$ cat src/link_pkg.sv
// serial side definitions
// uart bit timing, readback buffer sizing and the byte type
// shared by the receiver, the transmitter, the fifo and the top

package link_pkg;

  // uart timing, fpga_clk cycles per bit
  localparam int CLKS_PER_BIT = 20;

  // one serial byte
  localparam int BYTE_W = 8;
  typedef logic [BYTE_W-1:0] byte_t;

  // readback buffer between spi and uart tx
  localparam int RB_DEPTH = 4;
  localparam int RB_PTR_W = 2;

  // display reset stretch after the reset command
  localparam int RESET_HOLD_CYCLES = 10;

endpackage

$ cat src/slm_pkg.sv
// display side definitions
// spi frame shape, command address values and the
// states of the spi frame engine

package slm_pkg;

  // sck half period in fpga_clk cycles
  localparam int SPI_CLK_DIV = 2;

  // address byte then data byte
  localparam int SPI_FRAME_BITS = 16;

  // command addresses with special handling
  // any other address is a plain register write
  typedef enum logic [7:0] {
    OP_LINE_BURST = 8'hBC
  } slm_opcode_e;

  // frame engine
  // SPI_HOLD keeps chip select low between burst frames
  typedef enum logic [1:0] {
    SPI_IDLE,
    SPI_SHIFT,
    SPI_HOLD
  } spi_state_e;

endpackage

$ cat src/readback_fifo.sv
// readback buffer between the spi master and the uart tx
// small register fifo, head entry visible combinationally
// writes when full and reads when empty are ignored
`timescale 1ns/1ps

module readback_fifo import link_pkg::*; (
  input  logic  fpga_clk,
  input  logic  reset_all_cmd_w,
  input  logic  wr_en_i,
  input  byte_t wr_data_i,
  output logic  full_o,
  input  logic  rd_en_i,
  output byte_t rd_data_o,
  output logic  empty_o
);

  typedef logic [RB_PTR_W:0] cnt_t;

  byte_t               mem_q [RB_DEPTH];
  logic [RB_PTR_W-1:0] wr_ptr_q;
  logic [RB_PTR_W-1:0] rd_ptr_q;
  cnt_t                count_q;
  cnt_t                count_w;
  logic                full_q;
  logic                empty_q;
  logic                wr_ok_w;
  logic                rd_ok_w;

  assign wr_ok_w = wr_en_i && !full_q;
  assign rd_ok_w = rd_en_i && !empty_q;

  // occupancy after this cycle
  always_comb begin
    count_w = count_q;
    if (wr_ok_w && !rd_ok_w) begin
      count_w = count_q + 1'b1;
    end else if (rd_ok_w && !wr_ok_w) begin
      count_w = count_q - 1'b1;
    end
  end

  // pointers wrap naturally, depth is a power of two
  always_ff @(posedge fpga_clk) begin
    if (reset_all_cmd_w) begin
      wr_ptr_q <= '0;
      rd_ptr_q <= '0;
      count_q  <= '0;
      full_q   <= 1'b0;
      empty_q  <= 1'b1;
    end else begin
      if (wr_ok_w) begin
        wr_ptr_q <= wr_ptr_q + 1'b1;
      end
      if (rd_ok_w) begin
        rd_ptr_q <= rd_ptr_q + 1'b1;
      end
      count_q <= count_w;
      full_q  <= (count_w == cnt_t'(RB_DEPTH));
      empty_q <= (count_w == '0);
    end
  end

  always_ff @(posedge fpga_clk) begin
    if (wr_ok_w) begin
      mem_q[wr_ptr_q] <= wr_data_i;
    end
  end

  assign rd_data_o = mem_q[rd_ptr_q];
  assign full_o    = full_q;
  assign empty_o   = empty_q;

endmodule

$ cat src/slm_bridge_top.sv
// host control path of the slm board
// uart rx -> byte pairing / spi master -> readback fifo -> uart tx
// plus the stretcher for the active-low display reset
`timescale 1ns/1ps

module slm_bridge_top import link_pkg::*; (
  input  logic fpga_clk,
  input  logic reset_all_cmd_w,
  input  logic uart_rx_i,
  output logic uart_tx_o,
  output logic spi_cs_n_o,
  output logic spi_sck_o,
  output logic spi_mosi_o,
  input  logic spi_miso_i,
  output logic slm_reset_n_o
);

  typedef logic [$clog2(RESET_HOLD_CYCLES + 1)-1:0] hold_t;

  byte_t rx_byte;
  logic  rx_valid;
  logic  rb_wr_en;
  byte_t rb_wr_data;
  logic  rb_full;
  logic  rb_rd_en;
  byte_t rb_rd_data;
  logic  rb_empty;
  hold_t hold_cnt_q;

  ////////////////////////////////////////////////////////////
  // display reset stretcher
  ////////////////////////////////////////////////////////////
  // reloads while the command is high, then counts out
  always_ff @(posedge fpga_clk) begin
    if (reset_all_cmd_w) begin
      hold_cnt_q <= hold_t'(RESET_HOLD_CYCLES);
    end else if (hold_cnt_q != '0) begin
      hold_cnt_q <= hold_cnt_q - 1'b1;
    end
  end

  // display reset low while counting
  assign slm_reset_n_o = (hold_cnt_q == '0);

  ////////////////////////////////////////////////////////////
  // command / readback chain
  ////////////////////////////////////////////////////////////
  uart_rx i_uart_rx (
    .fpga_clk        (fpga_clk),
    .reset_all_cmd_w (reset_all_cmd_w),
    .uart_rx_i       (uart_rx_i),
    .rx_byte_o       (rx_byte),
    .rx_valid_o      (rx_valid)
  );

  spi_cmd_master i_spi_cmd_master (
    .fpga_clk        (fpga_clk),
    .reset_all_cmd_w (reset_all_cmd_w),
    .rx_byte_i       (rx_byte),
    .rx_valid_i      (rx_valid),
    .rb_full_i       (rb_full),
    .spi_cs_n_o      (spi_cs_n_o),
    .spi_sck_o       (spi_sck_o),
    .spi_mosi_o      (spi_mosi_o),
    .spi_miso_i      (spi_miso_i),
    .rb_wr_en_o      (rb_wr_en),
    .rb_wr_data_o    (rb_wr_data)
  );

  readback_fifo i_readback_fifo (
    .fpga_clk        (fpga_clk),
    .reset_all_cmd_w (reset_all_cmd_w),
    .wr_en_i         (rb_wr_en),
    .wr_data_i       (rb_wr_data),
    .full_o          (rb_full),
    .rd_en_i         (rb_rd_en),
    .rd_data_o       (rb_rd_data),
    .empty_o         (rb_empty)
  );

  uart_readback_tx i_uart_readback_tx (
    .fpga_clk        (fpga_clk),
    .reset_all_cmd_w (reset_all_cmd_w),
    .rb_empty_i      (rb_empty),
    .rb_rd_en_o      (rb_rd_en),
    .rb_rd_data_i    (rb_rd_data),
    .uart_tx_o       (uart_tx_o)
  );

endmodule

$ cat src/spi_cmd_master.sv
// spi command master for the display driver
// pairs host bytes into address and data, sends one 16 bit
// mode 0 frame per pair and captures the readback byte
// from miso during the data half
// a line-burst address keeps chip select low into the next frame
`timescale 1ns/1ps

module spi_cmd_master import link_pkg::*, slm_pkg::*; (
  input  logic  fpga_clk,
  input  logic  reset_all_cmd_w,
  input  byte_t rx_byte_i,
  input  logic  rx_valid_i,
  input  logic  rb_full_i,
  output logic  spi_cs_n_o,
  output logic  spi_sck_o,
  output logic  spi_mosi_o,
  input  logic  spi_miso_i,
  output logic  rb_wr_en_o,
  output byte_t rb_wr_data_o
);

  typedef logic [$clog2(SPI_CLK_DIV)-1:0]    div_t;
  typedef logic [$clog2(SPI_FRAME_BITS)-1:0] bit_t;

  spi_state_e                state_q;
  logic                      pair_half_q;
  byte_t                     addr_q;
  logic                      burst_q;
  logic [SPI_FRAME_BITS-1:0] shift_q;
  div_t                      div_q;
  bit_t                      bit_q;
  logic                      sck_q;
  logic                      cs_n_q;
  logic                      wr_en_q;
  byte_t                     rb_q;
  logic                      pair_done_w;
  logic                      half_done_w;
  logic                      rise_w;
  logic                      last_fall_w;

  ////////////////////////////////////////////////////////////
  // byte pairing
  ////////////////////////////////////////////////////////////
  // pair_half_q high = address held, next byte is data
  always_ff @(posedge fpga_clk) begin
    if (reset_all_cmd_w) begin
      pair_half_q <= 1'b0;
    end else if (rx_valid_i) begin
      pair_half_q <= !pair_half_q;
    end
  end

  always_ff @(posedge fpga_clk) begin
    if (rx_valid_i && !pair_half_q) begin
      addr_q <= rx_byte_i;
    end
  end

  assign pair_done_w = rx_valid_i && pair_half_q;

  // sck edge strobes
  assign half_done_w = (state_q == SPI_SHIFT) && (div_q == div_t'(SPI_CLK_DIV - 1));
  assign rise_w      = half_done_w && !sck_q;
  assign last_fall_w = half_done_w && sck_q && (bit_q == bit_t'(SPI_FRAME_BITS - 1));

  ////////////////////////////////////////////////////////////
  // frame engine
  ////////////////////////////////////////////////////////////
  always_ff @(posedge fpga_clk) begin
    if (reset_all_cmd_w) begin
      state_q <= SPI_IDLE;
      shift_q <= '0;
      div_q   <= '0;
      bit_q   <= '0;
      sck_q   <= 1'b0;
      cs_n_q  <= 1'b1;
      burst_q <= 1'b0;
      wr_en_q <= 1'b0;
    end else begin
      wr_en_q <= 1'b0;
      case (state_q)
        SPI_IDLE, SPI_HOLD: begin
          // address on the upper half, goes out first
          if (pair_done_w) begin
            state_q <= SPI_SHIFT;
            cs_n_q  <= 1'b0;
            shift_q <= {addr_q, rx_byte_i};
            burst_q <= (addr_q == byte_t'(OP_LINE_BURST));
            div_q   <= '0;
            bit_q   <= '0;
          end
        end
        SPI_SHIFT: begin
          // a pair landing mid-frame is ignored
          div_q <= half_done_w ? '0 : div_q + 1'b1;
          if (half_done_w) begin
            sck_q <= !sck_q;
            if (last_fall_w) begin
              // frame end, push readback unless buffer full
              shift_q <= '0;
              wr_en_q <= !rb_full_i;
              if (burst_q) begin
                state_q <= SPI_HOLD;
              end else begin
                state_q <= SPI_IDLE;
                cs_n_q  <= 1'b1;
              end
            end else if (sck_q) begin
              // falling sck, next bit onto mosi
              shift_q <= {shift_q[SPI_FRAME_BITS-2:0], 1'b0};
              bit_q   <= bit_q + 1'b1;
            end
          end
        end
        default: state_q <= SPI_IDLE;
      endcase
    end
  end

  // miso sampled on rising sck, data half only, MSB first
  always_ff @(posedge fpga_clk) begin
    if (rise_w && bit_q >= bit_t'(SPI_FRAME_BITS / 2)) begin
      rb_q <= {rb_q[BYTE_W-2:0], spi_miso_i};
    end
  end

  assign spi_cs_n_o   = cs_n_q;
  assign spi_sck_o    = sck_q;
  assign spi_mosi_o   = shift_q[SPI_FRAME_BITS-1];
  assign rb_wr_en_o   = wr_en_q;
  assign rb_wr_data_o = rb_q;

endmodule

$ cat src/uart_readback_tx.sv
// uart transmitter for readback bytes
// pops the fifo head whenever the line is idle and sends
// start bit, eight data bits LSB first, stop bit
`timescale 1ns/1ps

module uart_readback_tx import link_pkg::*; (
  input  logic  fpga_clk,
  input  logic  reset_all_cmd_w,
  input  logic  rb_empty_i,
  output logic  rb_rd_en_o,
  input  byte_t rb_rd_data_i,
  output logic  uart_tx_o
);

  typedef enum logic [1:0] {TX_IDLE, TX_START, TX_DATA, TX_STOP} tx_state_e;
  typedef logic [$clog2(CLKS_PER_BIT)-1:0] cnt_t;
  typedef logic [$clog2(BYTE_W)-1:0] idx_t;

  tx_state_e state_q;
  cnt_t      clk_cnt_q;
  idx_t      bit_idx_q;
  logic      tx_q;
  logic      bit_end_w;
  logic      pop_w;
  byte_t     tx_byte_q;

  // idle + data waiting = pop now, start bit next cycle
  assign pop_w      = (state_q == TX_IDLE) && !rb_empty_i;
  assign bit_end_w  = (clk_cnt_q == cnt_t'(CLKS_PER_BIT - 1));
  assign rb_rd_en_o = pop_w;

  ////////////////////////////////////////////////////////////
  // bit sequencer
  ////////////////////////////////////////////////////////////
  always_ff @(posedge fpga_clk) begin
    if (reset_all_cmd_w) begin
      state_q   <= TX_IDLE;
      clk_cnt_q <= '0;
      bit_idx_q <= '0;
      tx_q      <= 1'b1;
    end else begin
      if (state_q == TX_IDLE || bit_end_w) begin
        clk_cnt_q <= '0;
      end else begin
        clk_cnt_q <= clk_cnt_q + 1'b1;
      end
      case (state_q)
        TX_IDLE: begin
          bit_idx_q <= '0;
          if (pop_w) begin
            tx_q    <= 1'b0;
            state_q <= TX_START;
          end
        end
        TX_START: begin
          if (bit_end_w) begin
            tx_q    <= tx_byte_q[0];
            state_q <= TX_DATA;
          end
        end
        TX_DATA: begin
          if (bit_end_w) begin
            bit_idx_q <= bit_idx_q + 1'b1;
            if (bit_idx_q == idx_t'(BYTE_W - 1)) begin
              tx_q    <= 1'b1;
              state_q <= TX_STOP;
            end else begin
              tx_q <= tx_byte_q[0];
            end
          end
        end
        TX_STOP: begin
          // full stop bit before the next pop
          if (bit_end_w) begin
            state_q <= TX_IDLE;
          end
        end
        default: state_q <= TX_IDLE;
      endcase
    end
  end

  // byte latched with the pop, shifted down as bits go out
  always_ff @(posedge fpga_clk) begin
    if (pop_w) begin
      tx_byte_q <= rb_rd_data_i;
    end else if ((state_q == TX_START || state_q == TX_DATA) && bit_end_w) begin
      tx_byte_q <= tx_byte_q >> 1;
    end
  end

  assign uart_tx_o = tx_q;

endmodule

$ cat src/uart_rx.sv
// uart receiver for the host command link
// samples each bit at its centre, LSB first
// one-cycle valid per byte, bytes with a bad stop bit are dropped
`timescale 1ns/1ps

module uart_rx import link_pkg::*; (
  input  logic  fpga_clk,
  input  logic  reset_all_cmd_w,
  input  logic  uart_rx_i,
  output byte_t rx_byte_o,
  output logic  rx_valid_o
);

  typedef enum logic [1:0] {RX_IDLE, RX_START, RX_DATA, RX_STOP} rx_state_e;
  typedef logic [$clog2(CLKS_PER_BIT)-1:0] cnt_t;
  typedef logic [$clog2(BYTE_W)-1:0] idx_t;

  rx_state_e state_q;
  cnt_t      clk_cnt_q;
  idx_t      bit_idx_q;
  logic      rx_meta_q;
  logic      rx_sync_q;
  logic      sample_w;
  logic      valid_q;
  byte_t     shift_q;

  // two flop sync, line idles high
  always_ff @(posedge fpga_clk) begin
    if (reset_all_cmd_w) begin
      rx_meta_q <= 1'b1;
      rx_sync_q <= 1'b1;
    end else begin
      rx_meta_q <= uart_rx_i;
      rx_sync_q <= rx_meta_q;
    end
  end

  // half a bit to the start centre, whole bits after that
  assign sample_w = (state_q == RX_START) ? (clk_cnt_q == cnt_t'(CLKS_PER_BIT / 2 - 1)) :
                                            (clk_cnt_q == cnt_t'(CLKS_PER_BIT - 1));

  ////////////////////////////////////////////////////////////
  // frame fsm
  ////////////////////////////////////////////////////////////
  always_ff @(posedge fpga_clk) begin
    if (reset_all_cmd_w) begin
      state_q   <= RX_IDLE;
      clk_cnt_q <= '0;
      bit_idx_q <= '0;
      valid_q   <= 1'b0;
    end else begin
      valid_q <= 1'b0;
      if (state_q == RX_IDLE || sample_w) begin
        clk_cnt_q <= '0;
      end else begin
        clk_cnt_q <= clk_cnt_q + 1'b1;
      end
      case (state_q)
        RX_IDLE: begin
          bit_idx_q <= '0;
          // falling edge = start bit
          if (!rx_sync_q) begin
            state_q <= RX_START;
          end
        end
        RX_START: begin
          // glitch check at start centre
          if (sample_w) begin
            state_q <= rx_sync_q ? RX_IDLE : RX_DATA;
          end
        end
        RX_DATA: begin
          if (sample_w) begin
            bit_idx_q <= bit_idx_q + 1'b1;
            if (bit_idx_q == idx_t'(BYTE_W - 1)) begin
              state_q <= RX_STOP;
            end
          end
        end
        RX_STOP: begin
          // only a high stop bit releases the byte
          if (sample_w) begin
            valid_q <= rx_sync_q;
            state_q <= RX_IDLE;
          end
        end
        default: state_q <= RX_IDLE;
      endcase
    end
  end

  // data bits arrive LSB first, shift in from the top
  always_ff @(posedge fpga_clk) begin
    if (state_q == RX_DATA && sample_w) begin
      shift_q <= {rx_sync_q, shift_q[BYTE_W-1:1]};
    end
  end

  assign rx_byte_o  = shift_q;
  assign rx_valid_o = valid_q;

endmodule
$ cat config.mk
export PLATFORM = sky130hd
export DESIGN_NAME = slm_bridge_top
export DESIGN_NICKNAME = d
export VERILOG_FILES = /design/src/link_pkg.sv /design/src/slm_pkg.sv /design/src/readback_fifo.sv /design/src/slm_bridge_top.sv /design/src/spi_cmd_master.sv /design/src/uart_readback_tx.sv /design/src/uart_rx.sv
export SDC_FILE = /design/constraint.sdc
export NUM_CORES = 1
export LEC_CHECK = 0
export ABC_AREA = 0
export BUFFER_PORTS_ARGS = -buffer_cell sky130_fd_sc_hd__buf_2
export CAP_MARGIN = 20
export CORE_MARGIN = 4
export CORE_UTILIZATION = 45
export DETAILED_ROUTE_END_ITERATION = 7
export PLACE_DENSITY = 0.66
export SLEW_MARGIN = 20
export SYNTH_ARGS = -nofsm -noshare
export SYNTH_HDL_FRONTEND = slang
export SYNTH_SLANG_ARGS = --single-unit
$ cat constraint.sdc
create_clock -name fpga_clk -period 3.4 [get_ports fpga_clk]
set_clock_uncertainty 0.1 [all_clocks]
set_input_delay 0.34 -clock fpga_clk [delete_from_list [all_inputs] [get_ports fpga_clk]]
set_output_delay 0.34 -clock fpga_clk [all_outputs]
set_load 0.01 [all_outputs]
---- Word level (Yosys, flattened, before mapping) ----
Memories as Yosys holds them, arrays and structs flattened. A register that Yosys moved wholly into a read port is not among the register bits.
Index checks and enable logic that the tools add are counted.
word-level totals
  input port bits ......................... 4
  memories kept ........................... 1
  output and inout port bits .............. 5
  bits in registers ....................... 97
  memory bits (writable) .................. 32
  word-level logic and storage cells ...... 184
operators by class
  magnitude comparators ................... 1
  bitwise operators ....................... 5
  reduce and logical (&&, ||, !) cells .... 51
  add/sub/neg operators ................... 11
  muxes and demuxes ....................... 53
  eq/ne operators ......................... 33
memories
  name                   depth  bits a word  read ports  clocked after memory_dff  wr ports  RTL line             RTL
  i_readback_fifo.mem_q  4      8            1           1                         1         readback_fifo.sv:19  byte_t mem_q [RB_DEPTH];
operator list
  operator                                                                number
  16-bit 2-to-1 mux                                                       4
  2-bit 2-to-1 mux                                                        17
  16-bit case mux with 2 select lines                                     1
  2-bit by 1-bit != test with 1-bit output (second input constant)        12
  5-bit AND reduction                                                     4
  4-bit 2-to-1 mux                                                        4
  8-bit 2-to-1 mux                                                        2
  2-bit case mux with 4 select lines                                      2
  1-bit logical AND                                                       14
  1-bit 2-to-1 mux                                                        12
  3-bit 2-to-1 mux                                                        4
  3-bit case mux with 2 select lines                                      2
  5-bit by 1-bit adder with 5-bit output (second input constant)          2
  2-bit equality test (second input constant)                             5
  5-bit equality test (second input constant)                             2
  2-bit AND reduction                                                     5
  3-bit by 1-bit adder with 3-bit output (second input constant)          3
  3-bit equality test (second input constant)                             3
  8-bit equality test (second input constant)                             1
  2-bit != test (second input constant)                                   4
  4-bit case mux with 2 select lines                                      1
  4-bit AND reduction                                                     2
  2-bit nonzero test                                                      4
  2-bit by 1-bit equality test with 1-bit output (second input constant)  3
  other kinds (24)                                                        41

---- Longest topological paths before layout ----
  word-level depth ........................ 7
  gate-level depth with buffers ........... 7
  mapped depth without buffers ............ 7

---- Modules after synthesis ----
Synthesis repeated with hierarchy kept, for this count alone.
second synthesis, totals
  cells, all modules ...................... 472
  area, all modules ....................... 5718.0 um^2
modules (own cells, without submodules)
  module            times used  seq. area each (um^2)  cells an instance  area each (um^2)
  spi_cmd_master    1           1041.0                 174                1879.3
  readback_fifo     1           1181.1                 112                1779.2
  uart_readback_tx  1           460.4                  84                 937.1
  uart_rx           1           500.5                  81                 917.1
  slm_bridge_top    1           80.1                   21                 205.2

---- Worst setup path before layout ----
OpenSTA, ideal clock, no wires.
  path type ............................... register -> register
  start ................................... reg i_spi_cmd_master.state_q[1]
  end ..................................... reg i_spi_cmd_master.rb_q[0], in the netlist i_spi_cmd_master.rb_wr_data_o[0], enable pin
  data required time ...................... 2.915 ns
  clock period less this slack ............ 1.846 ns
  setup time .............................. 0.385 ns
  arrival time ............................ 1.360 ns
  slack ................................... 1.554 ns
  path buffers ............................ 0
  stages on the path, launching flop included .. 4
  cell sequence ........................... dfxtp_1 > and2b_2 > nand2_1 > nor3b_1
on the way
  longest elaborated chain between the ends .. 4
RTL lines
  element                                         RTL line               RTL
  start, declared                                 spi_cmd_master.sv:25   spi_state_e state_q;
  start signal, assigned                          spi_cmd_master.sv:71   state_q <= SPI_IDLE;
  start signal, assigned                          spi_cmd_master.sv:85   state_q <= SPI_SHIFT;
  start signal, assigned                          spi_cmd_master.sv:103  state_q <= SPI_HOLD;
  2-bit by 1-bit equality test with 1-bit output  spi_cmd_master.sv:62   assign half_done_w = (state_q == SPI_SHIFT) && (div_q == div_t'(SPI_CLK_DIV - 1));
  1-bit logical AND                               spi_cmd_master.sv:62
  1-bit logical AND                               spi_cmd_master.sv:63   assign rise_w = half_done_w && !sck_q;
  1-bit logical AND                               spi_cmd_master.sv:122  if (rise_w && bit_q >= bit_t'(SPI_FRAME_BITS / 2)) begin
  end signal, assigned                            spi_cmd_master.sv:123  rb_q <= {rb_q[BYTE_W-2:0], spi_miso_i};
  end, declared                                   spi_cmd_master.sv:35   byte_t rb_q;
Every way passes these cells.
A chain may end at the register's enable or synchronous reset.

---- Final worst setup path ----
  start ................................... reg i_uart_readback_tx.state_q[0]
  end ..................................... reg i_readback_fifo.empty_q, in the netlist i_readback_fifo.empty_o
on the way
  longest elaborated chain between the ends .. 7
  elaborated cells on any way between the ends .. 9
  those cells by class .................... mux (2); reduce/logical (7)
RTL lines
  element                                                       RTL line                                  RTL
  start, declared                                               uart_readback_tx.sv:19                    tx_state_e state_q;
  start signal, assigned                                        uart_readback_tx.sv:37                    state_q <= TX_IDLE;
  start signal, assigned                                        uart_readback_tx.sv:52                    state_q <= TX_START;
  start signal, assigned                                        uart_readback_tx.sv:58                    state_q <= TX_DATA;
  2-bit zero test *                                             uart_readback_tx.sv:28                    assign pop_w = (state_q == TX_IDLE) && !rb_empty_i;
  1-bit logical AND *                                           uart_readback_tx.sv:28
  1-bit logical AND *                                           readback_fifo.sv:30                       assign rd_ok_w = rd_en_i && !empty_q;
  1-bit logical AND / 1-bit zero test (equally long branches)   readback_fifo.sv:37, readback_fifo.sv:35
  3-bit 2-to-1 mux / 1-bit logical AND (equally long branches)  readback_fifo.sv:37, readback_fifo.sv:35
  3-bit 2-to-1 mux *                                            readback_fifo.sv:35                       if (wr_ok_w && !rd_ok_w) begin
  3-bit zero test *                                             readback_fifo.sv:59                       empty_q <= (count_w == '0);
  end signal, assigned                                          readback_fifo.sv:59
  end, declared                                                 readback_fifo.sv:25                       logic empty_q;
Every way passes the cells marked *; elsewhere a longest branch is shown, timed or not.

==> key figures <==
Drt
  • # DRC: 0
  • Initial drt markers: 172
  • Detailed-router iteration count before antenna repair: 4
  • Routed via count: 3,275
  • Vias/cell: 5.16
  • Detail Route Antenna Nets: 0
  • Final WL: 9230 um
  • Routed WL per cell: 14.5 um

Floorplan
  • Starting density of the core: 46.2%
  • Site row count: 40
  • Num ports: 9
  • Die Span Y: 119 um
  • Die W: 119 um
  • DIE AREA: 14,200 um^2
  • Core Box Area: 12,100 um^2

Worst setup path
  • Worst setup EP type: register
  • CP arrival: 2.45 ns
  • Critical path class: reg2reg
  • R2R cell count: 7
  • Worst-path maximum fanout: 12
  • CP top delay family: simple AND/OR/NAND/NOR gates
  • Reg-to-reg setup timing slack: 1.20 ns
  • Worst path slowest cell: and2b_1
  • R2r endpoint: i_readback_fifo.empty_o
  • CP Cell Sequence: inv_1 -> ha_1 -> and2b_1 -> nor2_1 -> a22oi_1 -> mux2_4 -> o21ba_1
  • Startpoint Class: register
  • Reg2reg start: i_uart_readback_tx.state_q[0]
  • Req. time, crit path: 3.65 ns
  • Critical Path Start: i_uart_readback_tx.state_q[0]
  • Crit path capture: i_readback_fifo.empty_o
  • CP Depth: 7
  • Max incr delay on CP: 0.40 ns
  • CP bufs+invs: 1

Clocking
  • Cts bufs inserted: 17
  • CTS Sinks: 131
  • Clk buf depth: 2
  • CTS tree: yes
  • Post-CTS resize count: 0
  • H-tree Lvls: 4
  • Reg clk slew, reported paths: 0.06 ns
  • Clock root buffer: clkbuf_16
  • Clk_lat worst skew: 0.41 ns

Worst hold path
  • Hold path depth: 2
  • Min-delay worst type: in2reg

Yosys
  • Synth Register Bits: 131
  • Post-synth EDFFs: 64
  • Cell count after synthesis: 445
  • Synth unique cells: 64
  • Sequential share of the synthesized area: 58.5%
  • Most used DFF post-synth: dfxtp_1
  • Syn_area_per_cell: 12.5 um^2
  • Synth warnings: 0
  • Net count after synthesis: 469
  • Synth async-reset ratio: 0%
  • Top cells by area, synth: edfxtp_1 (34%), dfxtp_1 (24%), ha_1 (4.5%)
  • Cell Area, Synth: 5580 um^2
  • Synth top area share: 34.5%
  • Synth area leader: edfxtp_1

Layout
  • Multi-input combinational cell area: 2080 um^2
  • Most frequent cells in the layout: dfxtp_1 (67), edfxtp_1 (64), nor2_1 (46)
  • Area growth from synthesis to layout: 12.9%
  • Layout cells sized above 1: 19.9%
  • Fillers: 1,011
  • Non-Filler Instances: 635
  • Util after Layout: 52.2%
  • Register area: 3260 um^2
  • Antenna diode count: 0
  • Most common cell after layout, fill and taps aside: dfxtp_1
  • Layout Nets: 478

STA
  • Setup Viol. Count Final: 0
  • RSZ-0062 raised after global routing: no
  • Slew Limit Headroom: 39.7%
  • Fin crit period: 2.20 ns
  • Final Hold Vio Count: 0
  • Least-Margin Pin Slew: 0.904 ns
  • Pins Over Slew Limit: 0
  • Setup TNS: 0 ns
  • Fmax: 455 MHz
  • Crit share post-route: 64.7%

Global routing
  • Largest net degree at the start of global routing: 39
  • GRT Total Usage: 13.9%
  • Antenna violations before repair: 0
  • First-pass GRT wire length: 15,900 um
  • Number of global-route vias before repair: 3,244
  • Grt ovf: 0

Place
  • I/O Buffers: 8
  • Post-DP HPWL: 5920 um
  • DP Cell Count: 602
  • RD Place Congestion: 0.763

Power and ir drop
  • Worst VDD drop: 0.366 mV
  • Internal power: 0.00326 W
  • Pwr dens: 687 nW/um^2
  • Combinational cell fraction of total power: 13.2%
  • Pleak: 2.24 nW
  • Clock share of power: 43.5%
  • Power Total: 0.00433 W
  • Sequential Power Share: 43.3%
  • Sw frac: 24.7%
  • Sw Pwr: 0.00107 W

Outcome
  • Outcome: completed

Run
  • Max-cap violations: 0
-- registers in the layout (all words and copies together), names as in the netlist, 5 cells and up, named ones only --
| name | count |
|---|---|
| i_readback_fifo.mem_q | 32 |
| i_spi_cmd_master.shift_q | 16 |
| i_spi_cmd_master.addr_q | 8 |
| i_spi_cmd_master.rb_wr_data_o | 8 |
| i_uart_readback_tx.tx_byte_q | 8 |
| i_uart_rx.rx_byte_o | 8 |
| i_uart_readback_tx.clk_cnt_q | 5 |
| i_uart_rx.clk_cnt_q | 5 |
-- worst register-to-register path, cell delays in order (launching register included) --
cell and delay (ns):
dfxtp_1 0.35, inv_1 0.11, ha_1 0.27, and2b_1 0.40
nor2_1 0.12, a22oi_1 0.24, mux2_4 0.33, o21ba_1 0.22
-- kinds of logic (layout without fill, tap and decap cells) --
kind of cell | after synthesis | in the layout | share of synthesized area (%)
xor gates and xnor gates | 13 | 13 | 2.04
DFF | 131 | 131 | 58.5
AOI/OAI and AO/OA | 59 | 59 | 9.49
and+or+nand+nor | 175 | 175 | 17.4
muxes | 11 | 11 | 3.86
buffers and inverters | 36 | 58 | 4.22
adders and majority gates | 20 | 20 | 4.49
-- worst min path at each step --
stage | from | to | slack (ns)
2_1_floorplan | i_uart_rx.rx_meta_q | i_uart_rx.rx_sync_q | 0.29
3_3_place_gp | i_uart_rx.rx_meta_q | i_uart_rx.rx_sync_q | 0.29
3_5_place_dp | i_uart_rx.rx_meta_q | i_uart_rx.rx_sync_q | 0.29
4_1_cts | uart_rx_i | i_uart_rx.rx_meta_q | 0.009
5_1_grt | uart_rx_i | i_uart_rx.rx_meta_q | 0.02
6_report | uart_rx_i | i_uart_rx.rx_meta_q | 0.03
-- synthesized netlist by cell type (all sizes together), types with 7 or more instances --
cell type	count
a21oi	12
a221oi	15
and2	9
buf	10
clkbuf	11
dfxtp	67
edfxtp	64
ha	20
inv	15
mux4	8
nand2	44
nand3	8
nor2	57
nor3	21
xnor2	7
-- through the flow --
stage	setup WS, ns	hold slack [ns]	area, um^2
after global routing	0.999	0.0167	6300
after global placement	1.33	0.293	5660
final	1.20	0.0274	6300
after floorplan	1.55	0.289	5580
after CTS	1.18	0.00871	6300
after detailed placement	1.21	0.293	5660
-- timing repair --
| action | in CTS | in global routing |
|---|---|---|
| setup buffers | 0 | 0 |
| hold buffers | 1 | 0 |
| endpoints found under the hold margin | 1 | 0 |
-- area by class of cell --
| type | instances | share of cell area, % |
|---|---|---|
| inverter | 15 | 0.894 |
| timing repair buffer | 11 | 1.03 |
| clock buffer | 21 | 7.49 |
| multi-input combinational | 278 | 33.0 |
| clock inverter | 11 | 2.40 |
| tap | 168 | 3.34 |
| sequential | 131 | 51.8 |
-- layer usage --
| metal | GRT usage [%] | routed length, um |
|---|---|---|
| met5 | 0 | 0 |
| met4 | 5.80 | 154 |
| met3 | 4.27 | 258 |
| met2 | 21.5 | 4310 |
| met1 | 18.2 | 4510 |
-- power by group through the flow --
stage          clock [W]  combinational, W  sequential (W)
2_1_floorplan          0          0.000493         0.00187
4_1_cts          0.00192          0.000573         0.00188
3_5_place_dp           0          0.000568         0.00191
6_report         0.00188          0.000570         0.00188
5_1_grt          0.00199          0.000650         0.00189
3_3_place_gp           0          0.000544         0.00190
No activity file was read; power rests on OpenSTA's default activity.
